[src/source/game_view_defs.svh]
`ifndef GAME_VIEW_DEFS_SVH
`define GAME_VIEW_DEFS_SVH

// screen geometry
`define SCREEN_W 320
`define SCREEN_H 240
`define X_W 9
`define Y_W 8
`define COLOR_W 12

// sprites
`define SPRITE_SIZE 20
`define CORNER 4

// object table, 20-bit words
`define OBJ_COUNT 16
`define OBJ_ADDR_W 4
`define OBJ_W 20
`define OBJ_X_LSB 11
`define OBJ_Y_LSB 3
`define OBJ_KIND_LSB 1
`define OBJ_VIS_BIT 0

// first row of ground
`define GROUND_Y 80

// palette, 4 bits per channel
`define SKY_COLOR 12'h6CF
`define GROUND_COLOR 12'h852
`define GOLD_COLOR 12'hFD0
`define STONE_COLOR 12'h888
`define DIAMOND_COLOR 12'h0EF
`define DIAMOND_EDGE_COLOR 12'hFFF

`endif

[src/source/game_view_pkg.sv]
package game_view_pkg;

	// kind field of a table word; empty also marks the background job
	typedef enum logic [1:0] {
		kind_empty,
		kind_gold,
		kind_stone,
		kind_diamond
	} obj_kind_t;

	// frame sequencer states
	typedef enum logic [2:0] {
		st_idle,
		st_background,
		st_fetch,
		st_issue,
		st_wait_job,
		st_drain
	} seq_state_t;

endpackage

[src/source/object_table.sv]
`include "game_view_defs.svh"

module object_table (
	input  logic                   clk,
	input  logic                   resetn,
	input  logic                   wr,
	input  logic [`OBJ_ADDR_W-1:0] wr_addr,
	input  logic [`OBJ_W-1:0]      wr_data,
	input  logic [`OBJ_ADDR_W-1:0] rd_addr,
	output logic [`OBJ_W-1:0]      rd_data
);

	logic [`OBJ_W-1:0] mem [`OBJ_COUNT];

	// all-zero word decodes as an empty, invisible entry
	always_ff @(posedge clk) begin
		if (!resetn) begin
			for (int i = 0; i < `OBJ_COUNT; i++) begin
				mem[i] <= '0;
			end
		end else if (wr) begin
			mem[wr_addr] <= wr_data;
		end
	end

	// one cycle read latency
	always_ff @(posedge clk) begin
		rd_data <= mem[rd_addr];
	end

endmodule

[src/source/frame_sequencer.sv]
`include "game_view_defs.svh"

module frame_sequencer import game_view_pkg::*; (
	input  logic                   clk,
	input  logic                   resetn,
	input  logic                   go,
	input  logic [`OBJ_W-1:0]      rd_data,
	input  logic                   job_done,
	input  logic                   frame_done,
	output logic                   busy,
	output logic [`OBJ_ADDR_W-1:0] rd_addr,
	output logic                   job_start,
	output logic [`X_W-1:0]        job_x,
	output logic [`Y_W-1:0]        job_y,
	output logic [`X_W-1:0]        job_w,
	output logic [`Y_W-1:0]        job_h,
	output obj_kind_t              job_kind,
	output logic                   job_visible,
	output logic                   job_frame_last
);

	seq_state_t state;
	logic [`OBJ_ADDR_W-1:0] cur_idx;
	logic [`OBJ_ADDR_W-1:0] scan_prev;
	logic [`OBJ_ADDR_W-1:0] last_idx;
	logic scan_live;
	logic any_obj;
	logic outstanding;
	logic scan_hit;
	logic bg_issue;
	logic obj_issue;
	obj_kind_t rd_kind;

	assign rd_addr = cur_idx;
	assign rd_kind = obj_kind_t'(rd_data[`OBJ_KIND_LSB +: 2]);

	// the background state also scans the table for the last non-empty entry
	assign scan_hit = scan_live && (rd_kind != kind_empty);
	assign bg_issue = (state == st_background) && scan_live &&
		(scan_prev == `OBJ_ADDR_W'(`OBJ_COUNT - 1));
	assign obj_issue = (state == st_issue) && (rd_kind != kind_empty);

	always_ff @(posedge clk) begin
		if (!resetn) begin
			state <= st_idle;
			busy <= 1'b0;
			job_start <= 1'b0;
			job_frame_last <= 1'b0;
			cur_idx <= '0;
			scan_prev <= '0;
			last_idx <= '0;
			scan_live <= 1'b0;
			any_obj <= 1'b0;
		end else begin
			job_start <= 1'b0;
			case (state)
				st_idle: begin
					if (go) begin
						state <= st_background;
						busy <= 1'b1;
						cur_idx <= '0;
						scan_live <= 1'b0;
						any_obj <= 1'b0;
						last_idx <= '0;
					end
				end
				st_background: begin
					scan_prev <= cur_idx;
					scan_live <= 1'b1;
					if (scan_hit) begin
						last_idx <= scan_prev;
						any_obj <= 1'b1;
					end
					if (bg_issue) begin
						// cur_idx has wrapped back to entry 0 here
						job_start <= 1'b1;
						job_frame_last <= !(any_obj || scan_hit);
						state <= st_wait_job;
					end else begin
						cur_idx <= cur_idx + 1'b1;
					end
				end
				st_fetch: begin
					state <= st_issue;
				end
				st_issue: begin
					cur_idx <= cur_idx + 1'b1;
					if (obj_issue) begin
						job_start <= 1'b1;
						job_frame_last <= (cur_idx == last_idx);
						state <= st_wait_job;
					end else begin
						state <= st_fetch;
					end
				end
				st_wait_job: begin
					if (job_done) begin
						state <= job_frame_last ? st_drain : st_fetch;
					end
				end
				st_drain: begin
					// last pixels still in the shader and filter
					if (frame_done) begin
						state <= st_idle;
						busy <= 1'b0;
					end
				end
				default: state <= st_idle;
			endcase
		end
	end

	always_ff @(posedge clk) begin
		if (bg_issue) begin
			job_x <= '0;
			job_y <= '0;
			job_w <= `X_W'(`SCREEN_W);
			job_h <= `Y_W'(`SCREEN_H);
			job_kind <= kind_empty;
			job_visible <= 1'b1;
		end else if (obj_issue) begin
			job_x <= rd_data[`OBJ_X_LSB +: `X_W];
			job_y <= rd_data[`OBJ_Y_LSB +: `Y_W];
			job_w <= `X_W'(`SPRITE_SIZE);
			job_h <= `Y_W'(`SPRITE_SIZE);
			job_kind <= rd_kind;
			job_visible <= rd_data[`OBJ_VIS_BIT];
		end
	end

	// a job is outstanding from its start until the scanner reports it done
	always_ff @(posedge clk) begin
		if (!resetn) begin
			outstanding <= 1'b0;
		end else if (job_start) begin
			outstanding <= 1'b1;
		end else if (job_done) begin
			outstanding <= 1'b0;
		end
	end

	a_one_job: assert property (@(posedge clk) disable iff (!resetn)
		job_start |-> !outstanding);

endmodule

[src/source/pixel_scanner.sv]
`include "game_view_defs.svh"

module pixel_scanner import game_view_pkg::*; (
	input  logic            clk,
	input  logic            resetn,
	input  logic            job_start,
	input  logic [`X_W-1:0] job_x,
	input  logic [`Y_W-1:0] job_y,
	input  logic [`X_W-1:0] job_w,
	input  logic [`Y_W-1:0] job_h,
	input  obj_kind_t       job_kind,
	input  logic            job_visible,
	input  logic            job_frame_last,
	output logic            job_done,
	output logic            pix_valid,
	output logic [`X_W-1:0] pix_x,
	output logic [`Y_W-1:0] pix_y,
	output logic [`X_W-1:0] pix_dx,
	output logic [`Y_W-1:0] pix_dy,
	output obj_kind_t       pix_kind,
	output logic            pix_visible,
	output logic            pix_last
);

	logic [`X_W-1:0] base_x;
	logic [`X_W-1:0] last_dx;
	logic [`Y_W-1:0] last_dy;
	logic frame_last;
	logic row_end;

	assign row_end = (pix_dx == last_dx);
	assign job_done = pix_valid && row_end && (pix_dy == last_dy);
	assign pix_last = job_done && frame_last;

	always_ff @(posedge clk) begin
		if (!resetn) begin
			pix_valid <= 1'b0;
		end else if (job_start) begin
			pix_valid <= 1'b1;
		end else if (job_done) begin
			pix_valid <= 1'b0;
		end
	end

	// latch the job, then walk row-major one pixel per cycle
	always_ff @(posedge clk) begin
		if (job_start) begin
			base_x <= job_x;
			last_dx <= job_w - 1'b1;
			last_dy <= job_h - 1'b1;
			pix_x <= job_x;
			pix_y <= job_y;
			pix_dx <= '0;
			pix_dy <= '0;
			pix_kind <= job_kind;
			pix_visible <= job_visible;
			frame_last <= job_frame_last;
		end else if (pix_valid) begin
			if (row_end) begin
				pix_dx <= '0;
				pix_x <= base_x;
				pix_dy <= pix_dy + 1'b1;
				pix_y <= pix_y + 1'b1;
			end else begin
				pix_dx <= pix_dx + 1'b1;
				pix_x <= pix_x + 1'b1;
			end
		end
	end

	a_no_overlap: assert property (@(posedge clk) disable iff (!resetn)
		job_start |-> !pix_valid);

endmodule

[src/source/sprite_shader.sv]
`include "game_view_defs.svh"

module sprite_shader import game_view_pkg::*; (
	input  logic                clk,
	input  logic                resetn,
	input  logic                pix_valid,
	input  logic [`X_W-1:0]     pix_x,
	input  logic [`Y_W-1:0]     pix_y,
	input  logic [`X_W-1:0]     pix_dx,
	input  logic [`Y_W-1:0]     pix_dy,
	input  obj_kind_t           pix_kind,
	input  logic                pix_visible,
	input  logic                pix_last,
	output logic                shd_valid,
	output logic [`X_W-1:0]     shd_x,
	output logic [`Y_W-1:0]     shd_y,
	output logic [`COLOR_W-1:0] shd_color,
	output logic                shd_visible,
	output logic                shd_last
);

	logic dx_band;
	logic dy_band;
	logic [`X_W:0] diag;
	logic [`COLOR_W-1:0] color;

	// corner squares are where both offsets sit in an edge band
	assign dx_band = (pix_dx < `X_W'(`CORNER)) ||
		(pix_dx >= `X_W'(`SPRITE_SIZE - `CORNER));
	assign dy_band = (pix_dy < `Y_W'(`CORNER)) ||
		(pix_dy >= `Y_W'(`SPRITE_SIZE - `CORNER));

	// diagonal stripes on diamonds
	assign diag = {1'b0, pix_dx} + {{(`X_W - `Y_W + 1){1'b0}}, pix_dy};

	always_comb begin
		color = '0;
		case (pix_kind)
			kind_empty: color = (pix_y < `Y_W'(`GROUND_Y)) ? `SKY_COLOR : `GROUND_COLOR;
			kind_gold: if (!(dx_band && dy_band)) color = `GOLD_COLOR;
			kind_stone: if (!(dx_band && dy_band)) color = `STONE_COLOR;
			kind_diamond: begin
				if (!(dx_band && dy_band)) begin
					color = diag[2] ? `DIAMOND_EDGE_COLOR : `DIAMOND_COLOR;
				end
			end
			default: color = '0;
		endcase
	end

	always_ff @(posedge clk) begin
		if (!resetn) begin
			shd_valid <= 1'b0;
			shd_last <= 1'b0;
		end else begin
			shd_valid <= pix_valid;
			shd_last <= pix_last;
		end
	end

	always_ff @(posedge clk) begin
		shd_x <= pix_x;
		shd_y <= pix_y;
		shd_color <= color;
		shd_visible <= pix_visible;
	end

endmodule

[src/source/write_filter.sv]
`include "game_view_defs.svh"

module write_filter (
	input  logic                clk,
	input  logic                resetn,
	input  logic                shd_valid,
	input  logic [`X_W-1:0]     shd_x,
	input  logic [`Y_W-1:0]     shd_y,
	input  logic [`COLOR_W-1:0] shd_color,
	input  logic                shd_visible,
	input  logic                shd_last,
	output logic [`X_W-1:0]     x_out,
	output logic [`Y_W-1:0]     y_out,
	output logic [`COLOR_W-1:0] color_out,
	output logic                write_en,
	output logic                frame_done
);

	// transparent and hidden pixels still advance, they just never write
	always_ff @(posedge clk) begin
		if (!resetn) begin
			write_en <= 1'b0;
			frame_done <= 1'b0;
		end else begin
			write_en <= shd_valid && shd_visible && (shd_color != '0);
			frame_done <= shd_valid && shd_last;
		end
	end

	always_ff @(posedge clk) begin
		if (shd_valid) begin
			x_out <= shd_x;
			y_out <= shd_y;
			color_out <= shd_color;
		end
	end

	a_no_blank_write: assert property (@(posedge clk) disable iff (!resetn)
		write_en |-> (color_out != '0));

endmodule

[src/source/game_view.sv]
`include "game_view_defs.svh"

module game_view import game_view_pkg::*; (
	input  logic                   clk,
	input  logic                   resetn,
	input  logic                   go,
	input  logic                   obj_wr,
	input  logic [`OBJ_ADDR_W-1:0] obj_addr,
	input  logic [`OBJ_W-1:0]      obj_data,
	output logic [`X_W-1:0]        x_out,
	output logic [`Y_W-1:0]        y_out,
	output logic [`COLOR_W-1:0]    color_out,
	output logic                   write_en,
	output logic                   busy,
	output logic                   frame_done
);

	logic [`OBJ_ADDR_W-1:0] rd_addr;
	logic [`OBJ_W-1:0] rd_data;

	// sequencer to scanner
	logic job_start;
	logic job_done;
	logic [`X_W-1:0] job_x;
	logic [`Y_W-1:0] job_y;
	logic [`X_W-1:0] job_w;
	logic [`Y_W-1:0] job_h;
	obj_kind_t job_kind;
	logic job_visible;
	logic job_frame_last;

	// scanner to shader
	logic pix_valid;
	logic [`X_W-1:0] pix_x;
	logic [`Y_W-1:0] pix_y;
	logic [`X_W-1:0] pix_dx;
	logic [`Y_W-1:0] pix_dy;
	obj_kind_t pix_kind;
	logic pix_visible;
	logic pix_last;

	// shader to filter
	logic shd_valid;
	logic [`X_W-1:0] shd_x;
	logic [`Y_W-1:0] shd_y;
	logic [`COLOR_W-1:0] shd_color;
	logic shd_visible;
	logic shd_last;

	object_table u_table (
		.clk(clk), .resetn(resetn), .wr(obj_wr), .wr_addr(obj_addr),
		.wr_data(obj_data), .rd_addr(rd_addr), .rd_data(rd_data)
	);

	frame_sequencer u_seq (
		.clk(clk), .resetn(resetn), .go(go), .rd_data(rd_data),
		.job_done(job_done), .frame_done(frame_done), .busy(busy),
		.rd_addr(rd_addr), .job_start(job_start), .job_x(job_x), .job_y(job_y),
		.job_w(job_w), .job_h(job_h), .job_kind(job_kind),
		.job_visible(job_visible), .job_frame_last(job_frame_last)
	);

	pixel_scanner u_scan (
		.clk(clk), .resetn(resetn), .job_start(job_start), .job_x(job_x),
		.job_y(job_y), .job_w(job_w), .job_h(job_h), .job_kind(job_kind),
		.job_visible(job_visible), .job_frame_last(job_frame_last),
		.job_done(job_done), .pix_valid(pix_valid), .pix_x(pix_x), .pix_y(pix_y),
		.pix_dx(pix_dx), .pix_dy(pix_dy), .pix_kind(pix_kind),
		.pix_visible(pix_visible), .pix_last(pix_last)
	);

	sprite_shader u_shade (
		.clk(clk), .resetn(resetn), .pix_valid(pix_valid), .pix_x(pix_x),
		.pix_y(pix_y), .pix_dx(pix_dx), .pix_dy(pix_dy), .pix_kind(pix_kind),
		.pix_visible(pix_visible), .pix_last(pix_last), .shd_valid(shd_valid),
		.shd_x(shd_x), .shd_y(shd_y), .shd_color(shd_color),
		.shd_visible(shd_visible), .shd_last(shd_last)
	);

	write_filter u_filter (
		.clk(clk), .resetn(resetn), .shd_valid(shd_valid), .shd_x(shd_x),
		.shd_y(shd_y), .shd_color(shd_color), .shd_visible(shd_visible),
		.shd_last(shd_last), .x_out(x_out), .y_out(y_out),
		.color_out(color_out), .write_en(write_en), .frame_done(frame_done)
	);

endmodule

[config.mk]
export PLATFORM = sky130hd
export DESIGN_NAME = game_view
export DESIGN_NICKNAME = d
export VERILOG_FILES = /design/src/source/game_view_pkg.sv /design/src/source/object_table.sv /design/src/source/frame_sequencer.sv /design/src/source/pixel_scanner.sv /design/src/source/sprite_shader.sv /design/src/source/write_filter.sv /design/src/source/game_view.sv
export VERILOG_INCLUDE_DIRS = /design/src /design/src/source
export SDC_FILE = /design/constraint.sdc
export NUM_CORES = 1
export LEC_CHECK = 0
export BUFFER_PORTS_ARGS = -buffer_cell sky130_fd_sc_hd__buf_2
export CAP_MARGIN = 25
export CORE_MARGIN = 3
export CORE_UTILIZATION = 55
export CTS_BUF_LIST = sky130_fd_sc_hd__clkbuf_2
export DETAILED_ROUTE_END_ITERATION = 10
export PLACE_DENSITY = 0.74
export SLEW_MARGIN = 10
export SYNTH_ARGS = -nofsm -noshare
export SYNTH_HDL_FRONTEND = slang
export SYNTH_SLANG_ARGS = --single-unit
[constraint.sdc]
create_clock -name clk -period 2.7 [get_ports clk]
set_clock_uncertainty 0.1 [all_clocks]
set_input_delay 0.135 -clock clk [delete_from_list [all_inputs] [get_ports clk]]
set_output_delay 0.135 -clock clk [all_outputs]
set_load 0.01 [all_outputs]
### Yosys cells after proc, flatten, opt, wreduce, memory -nomap -nowiden

Memory sizes are Yosys's and may differ from the RTL's. A register that Yosys moved wholly into a read port is not among the register bits.
Cells that the tools add are included.

| operators by class | value |
|---|---|
| divide/modulo/power cells | 0 |
| multiplexer cells | 47 |
| bitwise logic cells | 0 |
| eq/ne operators | 19 |
| magnitude comparators | 5 |
| reductions and logical operators | 35 |
| add/subtract/negate cells | 8 |
| multiply operators | 0 |
| shifts and indexed selects | 0 |

Operators with widths:

| kind | number |
|---|---|
| 12-bit 2-to-1 mux | 5 |
| 12-bit one-hot mux with 4 select lines | 1 |
| 9-bit 2-to-1 mux | 4 |
| 8-bit 2-to-1 mux | 3 |
| 20-bit 2-to-1 mux | 1 |
| 20-bit OR reduction | 1 |
| 9-bit by 1-bit adder with 9-bit output, second input constant | 2 |
| 3-bit 2-to-1 mux | 6 |
| 3-bit one-hot mux with 6 select lines | 1 |
| 8-bit by 1-bit adder with 8-bit output, second input constant | 2 |
| 4-bit 2-to-1 mux | 4 |
| 1-bit 2-to-1 mux | 15 |
| 2-bit nonzero test | 7 |
| 4-bit one-hot mux with 3 select lines | 1 |
| 3-bit AND reduction | 4 |
| 12-bit nonzero test | 1 |
| 1-bit logical AND | 11 |
| 2-bit by 1-bit != test with 1-bit output, second input constant | 5 |
| 1-bit one-hot mux with 2 select lines | 5 |
| 9-bit == test | 1 |
| 9-bit by 5-bit greater-or-equal comparator with 1-bit output, second input constant | 1 |
| 9-bit by 3-bit less-than comparator with 1-bit output, second input constant | 1 |
| 9-bit by 1-bit subtractor with 9-bit output, second input constant | 1 |
| 8-bit == test | 1 |
| other kinds (22) | 30 |

| storage, ports and cells | value |
|---|---|
| output and inout port bits | 32 |
| memories | 1 |
| bits in latches | 0 |
| bits in writable memories | 320 |
| flip-flop bits (word level) | 176 |
| memory bits (read-only) | 0 |
| word-level logic and storage cells | 152 |

Memory list:

| memory | depth | width | read ports | clocked after Yosys merged registers in | wr ports | RTL line | source |
|---|---|---|---|---|---|---|---|
| u_table.mem | 16 | 20 | 1 | 1 | 16 | object_table.sv:13 | `` logic [`OBJ_W-1:0] mem [`OBJ_COUNT]; `` |

### Logic depth before layout (Yosys ltp)

Gate-level depths: netlist (run 1).

| logic depth | value |
|---|---|
| depth after elaboration | 6 |
| mapped depth | 6 |

### Modules after synthesis

From an unflattened synthesis (run 1), not the netlist that was laid out.

| second synthesis, totals | value |
|---|---|
| cells, all modules | 1543 |
| area, all modules | 21964.8 um^2 |

Modules (own cells, without submodules):

| module | seq. area each (um^2) | area each (um^2) | cells each | instances |
|---|---|---|---|---|
| object_table | 10009.6 | 14835.5 | 923 | 1 |
| pixel_scanner | 1771.7 | 3403.3 | 304 | 1 |
| frame_sequencer | 840.8 | 1933.1 | 214 | 1 |
| write_filter | 910.9 | 959.7 | 37 | 1 |
| sprite_shader | 600.6 | 833.3 | 65 | 1 |

### Worst setup path after synthesis (run 1)

Ideal clock, no wire load.

| timing path | value |
|---|---|
| kind | input-to-reg |
| from | in obj_addr[3] |
| to | mem u_table.mem[2][0] (netlist name) (enable) |
| arrival time | 2.125 ns |
| stages on the path | 3 |
| setup time | 0.425 ns |
| slack | 0.050 ns |
| cell sequence | or3_1 -> clkbuf_1 -> o21ai_0 |

RTL lines:

| element | RTL line | source |
|---|---|---|
| start, declared | game_view.sv:8 | `` input logic [`OBJ_ADDR_W-1:0] obj_addr, `` |
| end, declared | object_table.sv:13 |  |

### Worst setup path in the final report (run 1)

| timing path | value |
|---|---|
| from | reg u_scan.pix_dx[3] |
| to | reg u_scan.pix_dx[8] |

| on the way | value |
|---|---|
| longest elaborated chain between the ends | 2 |
| elaborated cells on any way between the ends | 3 |
| classes of those cells | add/sub: 1; eq/ne: 1; mux: 1 |

RTL lines:

| element | RTL line | source |
|---|---|---|
| start, declared | pixel_scanner.sv:18 | `` output logic [`X_W-1:0] pix_dx, `` |
| start signal, assigned | pixel_scanner.sv:65 | `pix_dx <= pix_dx + 1'b1;` |
| 9-bit by 1-bit adder with 9-bit output or 9-bit == test (tied branches) | pixel_scanner.sv:65, pixel_scanner.sv:31 |  |
| 9-bit 2-to-1 mux * | pixel_scanner.sv:59 | `if (row_end) begin` |

Every way passes the cells marked *; elsewhere a longest branch is shown, timed or not.
A chain may end at the register's enable or synchronous reset.

==> impl_metrics.tcl, run 1 <==
set metrics [dict create \
    vdd_drop_max_v 0.0004125 \
    regArea_um2 13750 \
    power_leakage_nw 8.695 \
    synth_nets 1480 \
    slowest_delay_ns 0.56 \
    multi_input_area_um2 6853 \
    worst-r2r-cell-count 5 \
    syn_inst 1443 \
    maxSlewHeadroom 0.5748 \
    drtIter0Drc 1089 \
    fp.dieW_um 202.0 \
    clk_latency_ns 1.04 \
    crit_type "reg -> reg" \
    synth_edf_count 383 \
    die_h_um 202.0 \
    ys_seq_area_frac 0.6507 \
    core-area_um2 37760 \
    hold_viol_final 0 \
    die_area_um2 40790 \
    synth-seq-cells 495 \
    arrival_ns 3.08 \
    start_kind "flip-flop" \
    critical_path_depth 5 \
    place_inst 1960 \
    cts_tree "done" \
    antenna_found_initial 3 \
    crit_family "compound AO/OA/AOI/OAI gates" \
    hold_depth 3 \
    nFillCells 2742 \
    critPathMaxFanout 19 \
    routed_wl_um 50120 \
    slowest_stage "o31ai_4" \
    viasPerCell 5.727 \
    place_congestion 0.8048 \
    drtPass1Iterations 5 \
    grt_pass1_vias 13190 \
    switching_share 0.2716 \
    yosys_most_used_dff "edfxtp_1" \
    io-pin-count 60 \
    worst_hold_slack_ns 0.1304 \
    yosysWarnings 0 \
    status "finished, final reports clean" \
    synth.avg_cell_area_um2 14.64 \
    ant_nets 0 \
    drv_slew 0 \
    grt_usage 0.2485 \
    syn_to_final_growth_pct 12.75 \
    vias 12780 \
    seq_power_share 0.567 \
    p_int_w 0.01193 \
    cp.required_ns 3.48 \
    cp.buffers_inverters 1 \
    finalCritPeriodShare 0.8511 \
    drc 0 \
    place_hpwl_um 29900 \
    tns_ns 0 \
    rsz0062_at_grt "false" \
    grt.overflow.total 0 \
    tightest_slew_ns 0.6290 \
    drive_gt1_frac 0.2309 \
    endpoint_kind "flip-flop" \
    nets 1664 \
    layout_min_cycle_time_ns 2.298 \
    cts-htree-levels 3 \
    cts_sinks 495 \
    hold_class "in -> reg" \
    grt_pass1_wl_um 76040 \
    cts.clk_slew.worst_paths_ns 0.11 \
    synth.distinct_cells 65 \
    switchingPower_w 0.004446 \
    port-buffer-count 59 \
    cts_root_buffer "clkbuf_2" \
    num_rows 71 \
    p_clk_frac 0.285 \
    synthesis.area_um2 21120 \
    maxCapViolations 0 \
    start_util 0.5594 \
    finalSetupViolations 0 \
    grt_max_degree 62 \
    avgRoutedWirePerCell_um 22.46 \
    worstPathCellList "and4_1 > o2111ai_4 > o31ai_4 > buf_4 > nor2_1" \
    clockBufferDepth 3 \
    cts_buffers 117 \
    post-cts-setup-buffers 0 \
    comb_power_share 0.148 \
    final_cells 2231 \
    async_flop_share 0 \
    max_freq_ghz 0.4352 \
    power_density_nw_per_um2 687.5 \
]
==> path summary, 6_finish.rpt <==
path                         endpoint          startpoint  slack, ns
hold / removal      u_table.mem[5][9]         obj_data[9]       0.13
setup reg to reg     u_scan.pix_dx[8]    u_scan.pix_dx[3]       0.40
setup / recovery     u_scan.pix_dx[8]    u_scan.pix_dx[3]       0.40
hold reg to reg   u_shade.shd_visible  u_scan.pix_visible       0.26
==> final cells by class <==
type / instances / area share
Tap cell: 511 / 0.02685
Antenna cell: 1 / 0.0001051
Multi-Input combinational cell: 819 / 0.2878
Timing Repair Buffer: 176 / 0.06126
Clock inverter: 42 / 0.008144
Clock buffer: 169 / 0.03552
Sequential cell: 495 / 0.5775
Inverter: 18 / 0.002837
==> cells in the final DEF, fill, tap and decap left out, types with 11 or more instances in the layout <==
cell           count
buf_4             47
mux4_2            72
nand2b_1          13
buf_2             59
and2_1           323
dlygate4sd3_1     59
nand2_1           65
mux4_1            28
inv_1             18
a21oi_1           36
nand3_1           17
buf_12            11
o21ai_0           14
dfxtp_1          108
nor2_1            59
xnor2_1           13
xor2_1            17
clkinv_1          32
o21ai_2           12
clkbuf_2         169
edfxtp_1         383
==> synth_stat cells (5+ instances only) <==
cell type	count	area share
a21oi_1	36	0.0085
mux4_1	28	0.035
buf_1	7	0.0012
nand3_1	17	0.0040
nand2_1	65	0.012
dfxtp_1	112	0.11
mux4_2	72	0.077
xor2_1	17	0.0070
and3_1	10	0.0030
inv_1	18	0.0032
o31ai_1	7	0.0025
edfxtp_1	383	0.54
xnor2_1	13	0.0054
nand2b_1	13	0.0039
ha_1	9	0.0053
nand4_1	10	0.0030
mux2_1	5	0.0027
buf_2	15	0.0036
o21a_1	5	0.0018
mux2i_1	5	0.0024
o21ai_0	27	0.0064
nor3_1	12	0.0028
and4_1	5	0.0021
nor2b_1	5	0.0015
and2_1	323	0.096
a31oi_1	10	0.0030
clkbuf_1	80	0.014
nor4_1	9	0.0027
nor2_1	59	0.010
or3_1	5	0.0015
==> registers in the layout (all words and copies together), names as in the netlist, 3 cells and up <==
name / cells
u_filter.color_out: 10
u_filter.x_out: 9
u_filter.y_out: 8
u_scan.base_x: 9
u_scan.last_dx: 3
u_scan.last_dy: 3
u_scan.pix_dx: 9
u_scan.pix_dy: 8
u_scan.pix_x: 9
u_scan.pix_y: 8
u_seq.job_x: 9
u_seq.job_y: 8
u_seq.last_idx: 4
u_seq.rd_addr: 4
u_seq.scan_prev: 4
u_seq.state: 3
u_shade.shd_color: 10
u_shade.shd_x: 9
u_shade.shd_y: 8
u_table.mem: 320
u_table.rd_data: 20
==> stage by stage <==
step / power [W] / setup slack [ns] / area [um^2] / utilization
after CTS: 0.01652 / 0.4087 / 23810 / 0.6307
after global placement: 0.01172 / 0.5501 / 22180 / 0.5875
final: 0.01637 / 0.4021 / 23810 / 0.6308
after detailed placement: 0.01181 / 0.4975 / 22180 / 0.5875
after floorplan: 0.01110 / 0.05040 / 21120 / -
after global routing: 0.01711 / 0.2635 / 23810 / 0.6308
==> worst register-to-register path, stage by stage, from the launching register on <==
cell,delay [ns]
dfxtp_1,0.50
and4_1,0.32
o2111ai_4,0.36
o31ai_4,0.56
buf_4,0.25
nor2_1,0.06
==> power by group through the flow <==
stage	clock network (W)	registers (W)	logic, W
5_1_grt	0.00518	0.00935	0.00259
6_report	0.00467	0.00928	0.00242
4_1_cts	0.00480	0.00928	0.00243
3_3_place_gp	0	0.00943	0.00229
3_5_place_dp	0	0.00945	0.00235
2_1_floorplan	0	0.00911	0.00199
==> layer usage <==
metal  GRT usage  up-vias  routed length (um)
met1      0.3276     6238               19640
met2      0.3932      630               24010
li1            -     5771                   -
met3     0.05573      135                4299
met4      0.1258        2                2146
met5           0        -                  13
==> what timing repair did <==
| item | 4_1_cts | 5_1_grt |
|---|---|---|
| resized for setup | 0 | 0 |
| hold buffers | 59 | 0 |
| endpoints found under the hold margin | 658 | 0 |
==> kinds of logic (layout without fill, tap and decap cells) <==
group	after synthesis	in the layout	share of synthesized area
muxes	111	111	0.1172
DFF	495	495	0.6507
and+or+nand+nor	550	550	0.1497
buffers and inverters	129	405	0.02790
adders and majority gates	9	9	0.005332
other	0	1	0
xor gates and xnor gates	30	30	0.01244
AOI/OAI and AO/OA	119	119	0.03673
Power figures use the tool's default switching activity.
==> run 2: changes to the inputs <==
==> constraint.sdc (replaced) <==
create_clock -name clk -period 2.7 [get_ports clk]
set_clock_uncertainty 0.1 [all_clocks]
set_input_delay 0.81 -clock clk [delete_from_list [all_inputs] [get_ports clk]]
set_output_delay 0.81 -clock clk [all_outputs]
set_load 0.01 [all_outputs]
==> run 2 against run 1 <==
Net effect: global-route usage fell by 1.3 points; flip-flop and latch count did not move; core utilization fell by 0.88 points; total power rose by 1.0%; largest power group unchanged; highest routed layer is now met4.
==> impl_metrics.tcl, run 2 (synthesized netlist as in run 1, its figures left out) <==
set metrics [dict create \
    start_util 0.5594 \
    die_area_um2 40790 \
    finalCritPeriodShare 0.9251 \
    place_ws_ns 0.2626 \
    worst_slack_ns 0.2021 \
    min_from "obj_data[4]" \
    r2r_end "u_table.rd_data[4]" \
    grt_pass1_vias 12980 \
    io-pin-count 60 \
    grt_usage 0.2358 \
    syn_to_final_growth_pct 11.17 \
    antenna_found_initial 6 \
    whs_endpoint "u_table.mem[15][4]" \
    r2r_start "u_seq.rd_addr[0]" \
    fp.dieW_um 202.0 \
    num_rows 71 \
    cts.clk_slew.worst_paths_ns 0.09 \
    cts-htree-levels 3 \
    drtIter0Drc 1207 \
    worst_hold_slack_ns 0.1232 \
    arrival_ns 1.59 \
    hold_viol_final 0 \
    cts_resized 0 \
    drc 0 \
    cts_buffers 121 \
    slowest_stage "dfxtp_1" \
    nets 1635 \
    worst-r2r-cell-count 3 \
    holdBufCountCts 1 \
    routed_wl_um 47490 \
    layout_commonest_cell "edfxtp_1" \
    regArea_um2 13750 \
    post-cts-setup-buffers 0 \
    worstPathCellList "buf_2" \
    tns_ns 0 \
    rsz0062_at_grt "false" \
    finalSetupViolations 0 \
    status "finished, final reports clean" \
    grt_max_degree 52 \
    clockBufferDepth 3 \
    vdd_drop_max_v 0.0003348 \
    place_area_um2 22370 \
    critPathMaxFanout 4 \
    drtPass1Iterations 5 \
    mostFrequentLayoutCells "edfxtp_1, and2_1, clkbuf_2, dfxtp_1" \
    largest_register_ffs 320 \
    tightest_slew_ns 0.5476 \
    cts_sinks 495 \
    die_h_um 202.0 \
    power_leakage_nw 8.610 \
    multi_input_area_um2 6853 \
    cp.buffers_inverters 1 \
    regMostFlops "u_table.mem" \
    core-area_um2 37760 \
    cts_tree "done" \
    cp.required_ns 1.79 \
    grt_pass1_wl_um 73150 \
    place_congestion 0.8067 \
    ant_nets 0 \
    clk_latency_ns 1.06 \
    power_density_nw_per_um2 704.3 \
    cts_root_buffer "clkbuf_2" \
    viasPerCell 5.682 \
    port-buffer-count 59 \
    hold_class "in -> reg" \
    worst-r2r-setup-slack_ns 0.34 \
    slowest_delay_ns 0.39 \
    start_kind "flip-flop" \
    hold_depth 2 \
    crit_type "reg -> out" \
    drv_slew 0 \
    place_hpwl_um 30810 \
    final_area_um2 23480 \
    max_freq_ghz 0.4003 \
    reg_top3 "u_table.mem x320, u_table.rd_data x20" \
    vias 12560 \
    nFillCells 2858 \
    drive_gt1_frac 0.2549 \
    endpoint_kind "output port" \
    avgRoutedWirePerCell_um 21.49 \
    p_total_w 0.01654 \
    maxSlewHeadroom 0.6321 \
    crit_family "flip-flops" \
    grt.overflow.total 0 \
    layout_min_cycle_time_ns 2.498 \
    maxCapViolations 0 \
]
[run 2: changes by cell type in the layout (fill, tap and decap cells not counted), moves of 3 or more]
cell	change
diode_2	+3
clkinv_2	+4
dlygate4sd3_1	-58
buf_4	+25
clkbuf_2	+6
[run 2: metrics by stage]
step / cells / util
floorplan: 1443 / -
global placement: 1985 / 0.5925
detailed placement: 1985 / 0.5925
CTS: 2206 / 0.6216
global route: 2210 / 0.6219
finish: 2210 / 0.6219
[run 2: layer usage]
layer  wire length, um  track usage  vias up
li1                  -            -     5694
met1             18910       0.3077     6270
met2             23760       0.3932      505
met3              3513      0.04767       89
met4              1306      0.09345        0
met5                 0            0        -
[run 2: layout make-up]
cell class / count / area share
diodes: 4 / 0.0004263
clock buffers: 175 / 0.03730
clock inverters: 45 / 0.009166
inverters: 18 / 0.002878
multi-input cells: 819 / 0.2919
flip-flops and latches: 495 / 0.5857
well taps: 511 / 0.02723
repair buffers: 143 / 0.04540
[run 2: how the worst max path moves through the flow]
stage,depth (start not counted),slack (ns),endpoint,from
after floorplan,3,-0.49,u_table.mem[13][0],resetn
after global placement,6,0.30,u_table.mem[5][18],obj_addr[1]
after detailed placement,6,0.26,u_table.mem[5][16],obj_addr[1]
after CTS,1,0.05,frame_done,u_filter.frame_done
after global routing,1,0.05,frame_done,u_filter.frame_done
final,1,0.20,frame_done,u_filter.frame_done
[run 2: report_power, final]
part | total, W | leakage [nW] | internal, W | switching [W]
sequential | 0.00917 | 4.53 | 0.00877 | 0.000401
clock | 0.00480 | 0.838 | 0.00185 | 0.00295
combinational | 0.00257 | 3.24 | 0.00135 | 0.00121
